$ cat src/rtl/line_lcd_pkg.sv
package line_lcd_pkg;

  // ************************************************************
  // host side

  // byte address whose write kicks off a plot (color low byte)
  localparam logic [7:0] C_PLOT_ADDR = 8'd9;

  // one host register write
  typedef struct packed {
    logic [7:0] addr;
    logic [7:0] data;
  } reg_wr_t;

  // latched line request, 80 bits
  typedef struct packed {
    logic [15:0] x0;
    logic [15:0] y0;
    logic [15:0] x1;
    logic [15:0] y1;
    logic [15:0] color;   // rgb565
  } line_cmd_t;

  // ************************************************************
  // line path to display

  // one horizontal or vertical run
  typedef struct packed {
    logic [15:0] x;
    logic [15:0] y;
    logic [15:0] len;      // pixel count, never 0
    logic        vertical; // 0 runs along x, 1 along y
    logic [15:0] color;
  } hv_seg_t;

  // one byte for the display serializer
  typedef struct packed {
    logic [7:0] data;
    logic       dc;   // 0 command, 1 data
  } lcd_byte_t;

  // st7789 opcodes in use
  typedef enum logic [7:0] {
    OP_CASET = 8'h2A,
    OP_RASET = 8'h2B,
    OP_RAMWR = 8'h2C
  } lcd_op_e;

  typedef enum logic [2:0] {L_IDLE, L_SETUP, L_WALK, L_EMIT, L_WAIT_SEG} line_state_e;

  typedef enum logic [2:0] {S_IDLE, S_CMD, S_ARG, S_PIX, S_DONE_WAIT} seg_state_e;

endpackage

$ cat src/rtl/spi_reg_slave.sv
`timescale 1ns/10ps

// mode 0 write-only register port, host sclk at most clk/8
module spi_reg_slave import line_lcd_pkg::*;
(
  input  logic    clk,
  input  logic    reset,
  input  logic    spi_csn,
  input  logic    spi_sclk,
  input  logic    spi_mosi,
  output logic    wr,
  output reg_wr_t wr_data
);

  logic [1:0] csn_q;    // two-flop synchronizers
  logic [2:0] sclk_q;   // extra stage for edge detect
  logic [1:0] mosi_q;
  logic       sclk_rise;
  logic [2:0] bit_cnt;
  logic       first;    // next byte is the address
  logic       got_byte; // shift holds a full byte
  logic       wr_pend;
  logic [7:0] addr;
  logic [7:0] shift;

  assign sclk_rise = sclk_q[1] & ~sclk_q[2];

  always_ff @(posedge clk)
  begin
    if (reset)
    begin
      csn_q    <= 2'b11;
      sclk_q   <= '0;
      mosi_q   <= '0;
      bit_cnt  <= '0;
      first    <= 1'b1;
      got_byte <= 1'b0;
      wr_pend  <= 1'b0;
      wr       <= 1'b0;
      addr     <= '0;
    end
    else
    begin
      csn_q    <= {csn_q[0], spi_csn};
      sclk_q   <= {sclk_q[1:0], spi_sclk};
      mosi_q   <= {mosi_q[0], spi_mosi};
      got_byte <= 1'b0;
      wr_pend  <= 1'b0;
      wr       <= wr_pend;          // 3rd cycle after the 8th edge
      if (wr_pend)
        addr <= addr + 8'd1;        // auto increment
      if (csn_q[1])
      begin
        bit_cnt <= '0;              // frame boundary
        first   <= 1'b1;
      end
      else if (sclk_rise)
      begin
        bit_cnt  <= bit_cnt + 3'd1;
        got_byte <= (bit_cnt == 3'd7);
      end
      if (got_byte)
      begin
        if (first)
        begin
          addr  <= shift;           // start address
          first <= 1'b0;
        end
        else
          wr_pend <= 1'b1;
      end
    end
  end

  // msb first shifter and write payload
  always_ff @(posedge clk)
  begin
    if (sclk_rise)
      shift <= {shift[6:0], mosi_q[1]};
    if (got_byte)
      wr_data <= '{addr: addr, data: shift};
  end

endmodule

$ cat src/rtl/line_regs.sv
`timescale 1ns/10ps

// ten byte parameter bank, high byte first per field
module line_regs import line_lcd_pkg::*;
(
  input  logic      clk,
  input  logic      reset,
  input  logic      wr,
  input  reg_wr_t   wr_data,
  input  logic      busy,
  output logic      plot,
  output line_cmd_t cmd
);

  logic [7:0] regs [0:9];
  logic       hit;

  // a plot request while drawing is dropped
  assign hit = wr && (wr_data.addr == C_PLOT_ADDR) && !busy;

  always_ff @(posedge clk)
  begin
    if (wr && (wr_data.addr < 8'd10))
      regs[wr_data.addr[3:0]] <= wr_data.data;
  end

  always_ff @(posedge clk)
  begin
    if (reset)
      plot <= 1'b0;
    else
      plot <= hit;   // one cycle after the color low byte lands
  end

  // byte 0 is x0 high, byte 9 is color low
  assign cmd = '{
    x0:    {regs[0], regs[1]},
    y0:    {regs[2], regs[3]},
    x1:    {regs[4], regs[5]},
    y1:    {regs[6], regs[7]},
    color: {regs[8], regs[9]}
  };

endmodule

$ cat src/rtl/draw_line.sv
`timescale 1ns/10ps

// bresenham walker that splits a line into h or v runs
module draw_line import line_lcd_pkg::*;
(
  input  logic      clk,
  input  logic      reset,
  input  logic      plot,
  input  line_cmd_t cmd,
  output logic      busy,
  output logic      seg_plot,
  output hv_seg_t   seg,
  input  logic      seg_busy
);

  line_state_e        state;
  line_cmd_t          c;          // request copy as the host may rewrite regs
  logic [15:0]        dx, dy, dmj_c, dmn_c;
  logic [15:0]        sx, sy, ex, ey;
  logic               x_major_c, swap_c;
  logic               x_major, step_neg, last_run;
  logic [15:0]        maj, mnr, maj_end, d_maj, d_mnr;
  logic [15:0]        run_maj, run_mnr, run_len;
  logic signed [18:0] err;

  // ************************************************************
  // setup math orders the endpoints so the major axis counts up
  always_comb
  begin
    dx        = (c.x1 >= c.x0) ? c.x1 - c.x0 : c.x0 - c.x1;
    dy        = (c.y1 >= c.y0) ? c.y1 - c.y0 : c.y0 - c.y1;
    x_major_c = (dx >= dy);   // ties go horizontal
    swap_c    = x_major_c ? (c.x1 < c.x0) : (c.y1 < c.y0);
    sx        = swap_c ? c.x1 : c.x0;
    sy        = swap_c ? c.y1 : c.y0;
    ex        = swap_c ? c.x0 : c.x1;
    ey        = swap_c ? c.y0 : c.y1;
    dmj_c     = x_major_c ? dx : dy;
    dmn_c     = x_major_c ? dy : dx;
  end

  assign seg_plot = (state == L_EMIT) && !seg_busy;
  assign seg = '{
    x:        x_major ? run_maj : run_mnr,
    y:        x_major ? run_mnr : run_maj,
    len:      run_len,
    vertical: !x_major,
    color:    c.color
  };

  always_ff @(posedge clk)
  begin
    if (reset)
    begin
      state <= L_IDLE;
      busy  <= 1'b0;
    end
    else
      case (state)
        L_IDLE:
          if (plot)
          begin
            busy  <= 1'b1;
            state <= L_SETUP;
          end
        L_SETUP:    state <= L_WALK;
        L_WALK:     if ((maj == maj_end) || (err > 19'sd0)) state <= L_EMIT;
        L_EMIT:     if (!seg_busy) state <= L_WAIT_SEG;
        L_WAIT_SEG:
          if (!seg_busy)
          begin
            state <= last_run ? L_IDLE : L_WALK;
            busy  <= !last_run;   // drops once the final run is out
          end
        default:    state <= L_IDLE;
      endcase
  end

  // ************************************************************
  // walker datapath stepping one pixel per cycle
  always_ff @(posedge clk)
  begin
    case (state)
      L_IDLE: if (plot) c <= cmd;
      L_SETUP:
      begin
        x_major  <= x_major_c;
        maj      <= x_major_c ? sx : sy;
        mnr      <= x_major_c ? sy : sx;
        maj_end  <= x_major_c ? ex : ey;
        d_maj    <= dmj_c;
        d_mnr    <= dmn_c;
        step_neg <= x_major_c ? (ey < sy) : (ex < sx);
        err      <= $signed({2'b00, dmn_c, 1'b0}) - $signed({3'b000, dmj_c}); // 2dmin - dmaj
        run_maj  <= x_major_c ? sx : sy;
        run_mnr  <= x_major_c ? sy : sx;
        run_len  <= 16'd1;
        last_run <= 1'b0;
      end
      L_WALK:
        if (maj == maj_end)
          last_run <= 1'b1;       // end pixel closes the run
        else
        begin
          maj <= maj + 16'd1;
          if (err > 19'sd0)
          begin
            mnr <= step_neg ? mnr - 16'd1 : mnr + 16'd1;
            err <= err + $signed({2'b00, d_mnr, 1'b0}) - $signed({2'b00, d_maj, 1'b0});
          end
          else
          begin
            err     <= err + $signed({2'b00, d_mnr, 1'b0});
            run_len <= run_len + 16'd1;   // grow the run while minor holds
          end
        end
      L_EMIT:
        if (!seg_busy)
        begin
          run_maj <= maj;   // next run starts at the stepped pixel
          run_mnr <= mnr;
          run_len <= 16'd1;
        end
      default: ;
    endcase
  end

endmodule

$ cat src/rtl/lcd_spi_tx.sv
`timescale 1ns/10ps

// byte serializer, sclk idles high, mosi moves on falling edges
module lcd_spi_tx import line_lcd_pkg::*;
#(
  parameter int clk_div = 2
)
(
  input  logic      clk,
  input  logic      reset,
  input  logic      tx_start,
  input  lcd_byte_t tx_byte,
  output logic      tx_busy,
  output logic      lcd_sclk,
  output logic      lcd_mosi,
  output logic      lcd_dc,
  output logic      lcd_csn
);

  localparam int DIV_W = (clk_div > 1) ? $clog2(clk_div) : 1;

  logic [DIV_W-1:0] div_cnt;
  logic [4:0]       half_cnt;  // 16 half periods, then release
  logic [7:0]       shift;
  logic             tick;

  assign tick     = (div_cnt == DIV_W'(clk_div - 1));
  assign lcd_mosi = shift[7];

  always_ff @(posedge clk)
  begin
    if (reset)
    begin
      tx_busy  <= 1'b0;
      lcd_csn  <= 1'b1;
      lcd_sclk <= 1'b1;
      lcd_dc   <= 1'b0;
      div_cnt  <= '0;
      half_cnt <= '0;
    end
    else if (!tx_busy)
    begin
      if (tx_start)
      begin
        tx_busy  <= 1'b1;
        lcd_csn  <= 1'b0;
        lcd_dc   <= tx_byte.dc;          // held for the whole byte
        div_cnt  <= DIV_W'(clk_div - 1); // first edge after one lead cycle
        half_cnt <= '0;
      end
    end
    else if (tick)
    begin
      div_cnt <= '0;
      if (half_cnt == 5'd16)
      begin
        tx_busy <= 1'b0;
        lcd_csn <= 1'b1;
      end
      else
      begin
        lcd_sclk <= !lcd_sclk;
        half_cnt <= half_cnt + 5'd1;
      end
    end
    else
      div_cnt <= div_cnt + 1'b1;
  end

  // bit 7 is out before the first fall, later falls shift
  always_ff @(posedge clk)
  begin
    if (tx_start && !tx_busy)
      shift <= tx_byte.data;
    else if (tx_busy && tick && lcd_sclk && (half_cnt != 5'd0) && (half_cnt != 5'd16))
      shift <= {shift[6:0], 1'b0};
  end

endmodule

$ cat src/rtl/lcd_hvline.sv
`timescale 1ns/10ps

// window setup plus pixel burst for one run
module lcd_hvline import line_lcd_pkg::*;
#(
  parameter int clk_div = 2
)
(
  input  logic    clk,
  input  logic    reset,
  input  logic    seg_plot,
  input  hv_seg_t seg,
  output logic    seg_busy,
  output logic    lcd_sclk,
  output logic    lcd_mosi,
  output logic    lcd_dc,
  output logic    lcd_csn,
  output logic    lcd_resn
);

  seg_state_e  state;
  hv_seg_t     s;
  logic [3:0]  byte_idx;  // 0 caset, 1-4 args, 5 raset, 6-9 args, 10 ramwr
  logic [15:0] pix_cnt;
  logic        pix_lo;    // low byte of the color word next
  logic [15:0] x_end, y_end;
  logic [31:0] win;
  logic [1:0]  arg_sel;
  lcd_op_e     op;
  lcd_byte_t   tx_byte;
  logic        tx_start, tx_busy;

  assign lcd_resn = 1'b1;   // no hw reset sequence
  assign x_end = s.vertical ? s.x : s.x + s.len - 16'd1;
  assign y_end = s.vertical ? s.y + s.len - 16'd1 : s.y;
  assign tx_start = !tx_busy && ((state == S_CMD) || (state == S_ARG) || (state == S_PIX));

  always_comb
  begin
    win     = (byte_idx < 4'd5) ? {s.x, x_end} : {s.y, y_end};
    arg_sel = (byte_idx < 4'd5) ? 2'(byte_idx - 4'd1) : 2'(byte_idx - 4'd6);
    case (byte_idx)
      4'd0:    op = OP_CASET;
      4'd5:    op = OP_RASET;
      default: op = OP_RAMWR;
    endcase
    case (state)
      S_CMD:   tx_byte = '{data: op, dc: 1'b0};
      S_ARG:   tx_byte = '{data: win[31 - 8*arg_sel -: 8], dc: 1'b1};  // start then end, msb first
      default: tx_byte = '{data: pix_lo ? s.color[7:0] : s.color[15:8], dc: 1'b1};
    endcase
  end

  always_ff @(posedge clk)
  begin
    if (reset)
    begin
      state    <= S_IDLE;
      seg_busy <= 1'b0;
      byte_idx <= '0;
      pix_cnt  <= '0;
      pix_lo   <= 1'b0;
    end
    else
      case (state)
        S_IDLE:
          if (seg_plot)
          begin
            seg_busy <= 1'b1;
            byte_idx <= '0;
            pix_cnt  <= '0;
            pix_lo   <= 1'b0;
            state    <= S_CMD;
          end
        S_CMD:
          if (tx_start)
          begin
            byte_idx <= byte_idx + 4'd1;
            state    <= (byte_idx == 4'd10) ? S_PIX : S_ARG;
          end
        S_ARG:
          if (tx_start)
          begin
            byte_idx <= byte_idx + 4'd1;
            if ((byte_idx == 4'd4) || (byte_idx == 4'd9))
              state <= S_CMD;
          end
        S_PIX:
          if (tx_start)
          begin
            pix_lo <= !pix_lo;
            if (pix_lo)
            begin
              if (pix_cnt == s.len - 16'd1)
                state <= S_DONE_WAIT;   // last word queued
              else
                pix_cnt <= pix_cnt + 16'd1;
            end
          end
        S_DONE_WAIT:
          if (!tx_busy)
          begin
            seg_busy <= 1'b0;
            state    <= S_IDLE;
          end
        default: state <= S_IDLE;
      endcase
  end

  always_ff @(posedge clk)
  begin
    if ((state == S_IDLE) && seg_plot)
      s <= seg;
  end

  lcd_spi_tx #(
    .clk_div (clk_div)
  ) u_lcd_spi_tx (
    .clk      (clk),
    .reset    (reset),
    .tx_start (tx_start),
    .tx_byte  (tx_byte),
    .tx_busy  (tx_busy),
    .lcd_sclk (lcd_sclk),
    .lcd_mosi (lcd_mosi),
    .lcd_dc   (lcd_dc),
    .lcd_csn  (lcd_csn)
  );

endmodule

$ cat src/rtl/line_lcd_top.sv
`timescale 1ns/10ps

// host spi -> regs -> bresenham -> st7789 window writer
module line_lcd_top import line_lcd_pkg::*;
#(
  parameter int clk_div = 2   // display sclk half period in clk cycles
)
(
  input  logic clk,
  input  logic reset,
  input  logic spi_csn,
  input  logic spi_sclk,
  input  logic spi_mosi,
  output logic busy,
  output logic lcd_sclk,
  output logic lcd_mosi,
  output logic lcd_dc,
  output logic lcd_csn,
  output logic lcd_resn
);

  logic      wr;
  reg_wr_t   wr_data;
  logic      plot;
  line_cmd_t cmd;
  logic      seg_plot, seg_busy;
  hv_seg_t   seg;

  // ************************************************************
  spi_reg_slave u_spi_reg_slave (
    .clk (clk), .reset (reset),
    .spi_csn (spi_csn), .spi_sclk (spi_sclk), .spi_mosi (spi_mosi),
    .wr (wr), .wr_data (wr_data)
  );

  line_regs u_line_regs (
    .clk (clk), .reset (reset),
    .wr (wr), .wr_data (wr_data),
    .busy (busy), .plot (plot), .cmd (cmd)
  );

  draw_line u_draw_line (
    .clk (clk), .reset (reset),
    .plot (plot), .cmd (cmd), .busy (busy),
    .seg_plot (seg_plot), .seg (seg), .seg_busy (seg_busy)
  );

  lcd_hvline #(.clk_div (clk_div)) u_lcd_hvline (
    .clk (clk), .reset (reset),
    .seg_plot (seg_plot), .seg (seg), .seg_busy (seg_busy),
    .lcd_sclk (lcd_sclk), .lcd_mosi (lcd_mosi), .lcd_dc (lcd_dc),
    .lcd_csn (lcd_csn), .lcd_resn (lcd_resn)
  );

endmodule

$ cat config.mk
export PLATFORM = sky130hd
export DESIGN_NAME = line_lcd_top
export DESIGN_NICKNAME = d
export VERILOG_FILES = /design/src/rtl/line_lcd_pkg.sv /design/src/rtl/spi_reg_slave.sv /design/src/rtl/line_regs.sv /design/src/rtl/draw_line.sv /design/src/rtl/lcd_spi_tx.sv /design/src/rtl/lcd_hvline.sv /design/src/rtl/line_lcd_top.sv
export SDC_FILE = /design/constraint.sdc
export NUM_CORES = 1
export LEC_CHECK = 0
export ABC_AREA = 1
export BUFFER_PORTS_ARGS = -buffer_cell sky130_fd_sc_hd__clkbuf_2
export CAP_MARGIN = 20
export CORE_ASPECT_RATIO = 0.9
export CORE_UTILIZATION = 65
export CTS_BUF_LIST = sky130_fd_sc_hd__clkbuf_4 sky130_fd_sc_hd__clkbuf_8
export CTS_CLUSTER_SIZE = 12
export DETAILED_ROUTE_END_ITERATION = 10
export PLACE_DENSITY = 0.9
export SLEW_MARGIN = 10
export SYNTH_ARGS = -nofsm -noshare
export SYNTH_HDL_FRONTEND = slang
export SYNTH_SLANG_ARGS = --single-unit
$ cat constraint.sdc
create_clock -name clk -period 11.3 [get_ports clk]
set_input_delay 2.825 -clock clk [delete_from_list [all_inputs] [get_ports clk]]
set_output_delay 2.825 -clock clk [all_outputs]
set_load 0.005 [all_outputs]
# Word level (Yosys, flattened, before mapping)
# Memory sizes are Yosys's and may differ from the RTL's. A register that Yosys moved wholly into a read port is not among the register bits.
# Cells that the tools add are included.
# word_totals
regBits	309
out_inout_bits	6
ram_bits	80
elab_cells	282
mem_count	1
# mem_list
memory	words	width	read_ports	rd_clocked_by_memory_dff	wr	line_no	text
u_line_regs.regs	10	8	10	10	1	line_regs.sv:15	logic [7:0] regs [0:9];
# op_classes
bitwise_logic	6
shifts	1
order_cmp	10
eq_ne	39
n_addsub	25
reduce_logical	56
n_mux	100
# op_table
cell	n
16-bit 2-to-1 mux	28
16-bit case mux with 2 select lines	5
16-bit by 1-bit adder with 16-bit output, second input constant	4
16-bit < comparator	4
16-bit by 1-bit subtractor with 16-bit output, second input constant	4
16-bit subtractor	4
16-bit greater-or-equal comparator	3
8-bit 2-to-1 mux	6
16-bit case mux with 3 select lines	1
39-bit by 33-bit indexed part select with 8-bit output	1
19-bit 2-to-1 mux	2
19-bit case mux with 2 select lines	1
3-bit 2-to-1 mux	12
16-bit adder	2
16-bit equality test	2
32-bit 2-to-1 mux	1
3-bit case mux with 5 select lines	2
1-bit 2-to-1 mux	27
2-bit != test, second input constant	13
3-bit AND reduction	8
5-bit 2-to-1 mux	4
19-bit by 18-bit adder with 19-bit output	1
19-bit by 1-bit > comparator with 1-bit output, second input constant	1
19-bit by 18-bit subtractor with 19-bit output	1
other kinds (42)	100

# Longest topological paths before layout
# logic_depth
word_depth	7
mapped_depth	51

# By module
# A second synthesis with hierarchy kept.
# hier_totals
cells_unflattened	3679
hier_area_um2	30421.7
# modules_own_cells
module	cells_per_inst	instances	area_each_um2
draw_line	2266	1	17852.1
lcd_hvline	1041	1	7477.2
line_regs	123	1	2610.0
spi_reg_slave	147	1	1632.8
lcd_spi_tx	102	1	849.6

# Worst setup path before layout
# Ideal clock, no wire load.
# synth_timing
path_type	register -> register
start	register, netlist name u_draw_line.c[32]
end	register u_draw_line.err[16], data pin
arrival_ns	6.704
path_buffers	3
synth_period_minus_slack_ns	6.957
required_time_ns	11.047
stages_incl_launch_ff	49
setup_time_ns	0.253
setup_slack_ns	4.343
cell_sequence	edfxtp_1 > inv_1 > ha_1 > inv_1 > fa_1 > nand2_1 > nand2_1 > nand2_1 > nand2_1 > nand2_1 > nand3_4 > inv_2 > clkbuf_1 > o21ai_0 > o221ai_1 > xor2_1 > inv_1 > ha_1 > [13 not listed] > a21oi_1 > nor2_1 > inv_1 > nand2_1 > a21oi_1 > o21ai_0 > a31oi_1 > o21ai_0 > nand2_1 > inv_1 > nor2_1 > o21bai_1 > nand2_1 > nand2_1 > a21oi_1 > xor2_1 > nand2_1 > nand2_1
# synth_between
elab_chain_len	6
# synth_rtl
element	line_no	text
16-bit subtractor or 16-bit greater-or-equal comparator (tied branches)	draw_line.sv:30	dx = (c.x1 >= c.x0) ? c.x1 - c.x0 : c.x0 - c.x1;
16-bit 2-to-1 mux *	draw_line.sv:30	
16-bit greater-or-equal comparator	draw_line.sv:32	x_major_c = (dx >= dy);
16-bit 2-to-1 mux (on tied branches)	draw_line.sv:39, draw_line.sv:38	
17-bit by 16-bit subtractor with 18-bit output *	draw_line.sv:94	err <= $signed({2'b00, dmn_c, 1'b0}) - $signed({3'b000, dmj_c});
19-bit case mux with 2 select lines *	draw_line.sv:83	case (state)
to (signal assigned)	draw_line.sv:94	
to (signal assigned)	draw_line.sv:109	err <= err + $signed({2'b00, d_mnr, 1'b0}) - $signed({2'b00, d_maj, 1'b0});
to (signal assigned)	draw_line.sv:113	err <= err + $signed({2'b00, d_mnr, 1'b0});
to (decl)	draw_line.sv:24	logic signed [18:0] err;
# Mark *: on every way between the ends. The rest lies on a longest branch, timed or not.
# A chain may end at the register's enable or synchronous reset.

# Worst setup path after layout
# layout_timing
start	register, netlist name u_draw_line.c[16]
end	register u_draw_line.err[16], data pin
# layout_between
elab_chain_len	6
# layout_rtl
element	line_no	text
16-bit subtractor or 16-bit greater-or-equal comparator (tied branches)	draw_line.sv:31	dy = (c.y1 >= c.y0) ? c.y1 - c.y0 : c.y0 - c.y1;
16-bit 2-to-1 mux *	draw_line.sv:31	
16-bit greater-or-equal comparator	draw_line.sv:32	
16-bit 2-to-1 mux (on tied branches)	draw_line.sv:39, draw_line.sv:38	
17-bit by 16-bit subtractor with 18-bit output *	draw_line.sv:94	
19-bit case mux with 2 select lines *	draw_line.sv:83	
# Marked as above.

==> impl_metrics.ini <==
[clock_tree]
postCtsSetupRepairBufs = 0
clkTransAtPathRegs_ps = 60
ctsHtreeMaxLevel = 3
cts_root_buffer = clkbuf_8
clock_latency_ps = 700
cts_resized = 0
cts_hold_buf = 0
clock-sinks = 469
cts_tree = built
cts_max_path_buffers = 3
cts_made_buffers = 76

[logic_synthesis]
yosys.area.top_type = edfxtp_1
synth_xor_area_share_pct = 4.033
ys_ff_latch = 469
synth_top_family_by_area = simple AND/OR/NAND/NOR gates
synth.yosys.seq_area_share_pct = 46.97
async_reset_ff_share_pct = 0
synth_ff_type = edfxtp_1
synth_simple_gate_area_share_pct = 17.07
yosys-top-cells-area = edfxtp_1, nand2_1, ha_1
synth_edf_count = 407
synthAdderAreaFrac_pct = 9.777
synth_top_area_share_pct = 42.64
synth_compound_area_share_pct = 13.58
syn_inst = 3312
synth_fp_nets = 3535
ys_types = 60
yosysMostFrequentCell = nand2_1
synth_warnings = 0
synth.area.mux_share_pct = 0.3536
avgSynthCellArea_sq_um = 8.655
synth_common_cells = nand2_1, inv_1, edfxtp_1
syn_area_sq_um = 28660

[drt]
drcViolationCount = 0
dr.pass1.iters = 6
viasPerCell = 5.973
wl_per_cell_um = 18.34
wl_um = 72470
vias = 23600
drtAntennaViolNets = 0
first_iter_violations = 2991

[worst_setup_path]
r2r_start = u_draw_line.c[16]
cpMostUsedCell = nand2_1
cp-end-kind = flop
timing.rr.end = u_draw_line.err[16]
startpoint_type = flop
crit_start = u_draw_line.c[16]
crit_slowest_cell = nand2_4
cpPeakStageDelay_ps = 660
rrSetupSlack_ps = 2820
cp_data_arrival_time_ps = 8890
critPathKind = flop to flop
worst_r2r_path_depth = 40
crit_path_end = u_draw_line.err[16]
cp_max_fo = 98
crit_required_ps = 11710

[timing]
fmax_ghz = 0.1179
rsz0062_at_grt = false
skew_ps = 50.94
max_slew_margin_pct = 30.77
tns_ps = 0
hold_violations = 0
worstMarginPinSlew_ps = 1036
period_share_pct = 75.07
finalSetupViolCount = 0
drv_slew = 0
finalCriticalPeriod_ps = 8482

[floorplanning]
rows = 72
die_y_um = 201.2
start_util_pct = 66.29
die_w_um = 223.4
boundaryPins = 11
coreArea_sq_um = 43240
dieArea_sq_um = 44950

[power]
total_power_uw = 6186
ir_drop_mv = 0.1644
leakagePower_uw = 0.01324
cellPowerDensity_nw_per_um2 = 200.7

[finish]
diodes = 0
drive_gt1_share_pct = 6.623
areaGrowthSynthToFinish_pct = 7.547
fin_nets = 3556

[grt]
grt_pass1_vias = 22490
grt_pass1_wl_um = 115400
antenna_found_initial = 0
grt_remaining_overflow = 0
grt_usage_pct = 32.56
grt_max_degree = 99

[placed_design]
io_buffer_count = 9
gp_congestion = 0.9868
hpwl_um = 53690

[run]
maxCapViolations = 0

[worst_hold_path]
hold_class = flop to flop

[run_status]
status = complete, no violations
==> worst min path at each step <==
stage | end | from | cells after the start
final | u_spi_reg_slave.sclk_q[1] | u_spi_reg_slave.sclk_q[0] | 2
after global routing | u_draw_line.c[51] | u_line_regs.regs[3][3] | 0
after CTS | u_spi_reg_slave.sclk_q[1] | u_spi_reg_slave.sclk_q[0] | 2
after detailed placement | u_spi_reg_slave.shift[0] | u_spi_reg_slave.mosi_q[1] | 0
after global placement | u_spi_reg_slave.sclk_q[1] | u_spi_reg_slave.sclk_q[0] | 2
after floorplan | u_spi_reg_slave.shift[0] | u_spi_reg_slave.mosi_q[1] | 0
==> cell usage in the layout (no fill, tap or decap), types with 15 or more instances in the layout <==
| cell | n |
|---|---|
| a211oi_1 | 18 |
| a21oi_1 | 215 |
| buf_4 | 15 |
| clkbuf_4 | 28 |
| clkbuf_8 | 80 |
| dfxtp_1 | 62 |
| edfxtp_1 | 407 |
| ha_1 | 208 |
| inv_1 | 507 |
| nand2_1 | 721 |
| nand3_1 | 119 |
| nand4_1 | 16 |
| nor2_1 | 202 |
| nor3_1 | 44 |
| o21ai_0 | 324 |
| o21ai_1 | 35 |
| o221ai_1 | 16 |
| or2_2 | 19 |
| xnor2_1 | 45 |
| xor2_1 | 87 |
==> metrics by stage <==
stage,instance area [sq um],cells,util (%),hold slack (ps),setup WS [ps]
floorplan,28670,3312,-,385.5,4343
global placement,29160,3810,67.43,394.6,3447
detailed placement,29160,3810,67.43,393.0,3174
CTS,30820,3952,71.28,409.8,2930
global route,30830,3952,71.29,416.4,1940
finish,30830,3952,71.29,405.7,2818
==> area by class of cell <==
class / instances / area [sq um]
Multi-Input combinational cell: 2239 / 12890
Timing Repair Buffer: 24 / 157.7
Tap cell: 555 / 694.4
Sequential cell: 469 / 13460
Inverter: 523 / 1963
Clock buffer: 108 / 1311
Clock inverter: 34 / 352.8
Fill cell: 3073 / 12410
==> layer usage <==
| layer | GRT usage [%] | vias up | wire length [um] |
|---|---|---|---|
| met5 | 0 | - | 0 |
| met1 | 44.26 | 10990 | 29680 |
| met3 | 5.739 | 171 | 7173 |
| met2 | 53.06 | 1251 | 33620 |
| li1 | - | 11190 | - |
| met4 | 10.71 | 0 | 2002 |
==> where the power goes <==
group          leakage, uW  switching (uW)  internal (uW)
sequential         0.00422             197           2280
combinational      0.00814            1380            733
clock             0.000875             736            866
total               0.0132            2310           3880
==> state kept, by name, summed over array words and instances (netlist names), 19 cells and up <==
name,cells
u_lcd_hvline.s,65
u_line_regs.regs,80
u_draw_line.c,64
u_draw_line.err,19
==> critical path: cells and delay by family, from the launching register on <==
family                     cells  cell delay, ps
adders and majority gates      4            1390
DFF                            1             420
AOI/OAI and AO/OA             12            2420
xor gates and xnor gates       2             570
and+or+nand+nor               16            2040
buffers and inverters          6            1320
==> cell families after synthesis <==
group | Yosys count
adder cells (fa/ha/maj) | 218
XOR/XNOR | 132
buffers and inverters | 604
AND/OR/NAND/NOR | 1172
AO/OA/AOI/OAI | 706
flip-flops | 469
other | 1
multiplexers | 10
Note: power is estimated with default switching activity, not from simulation.
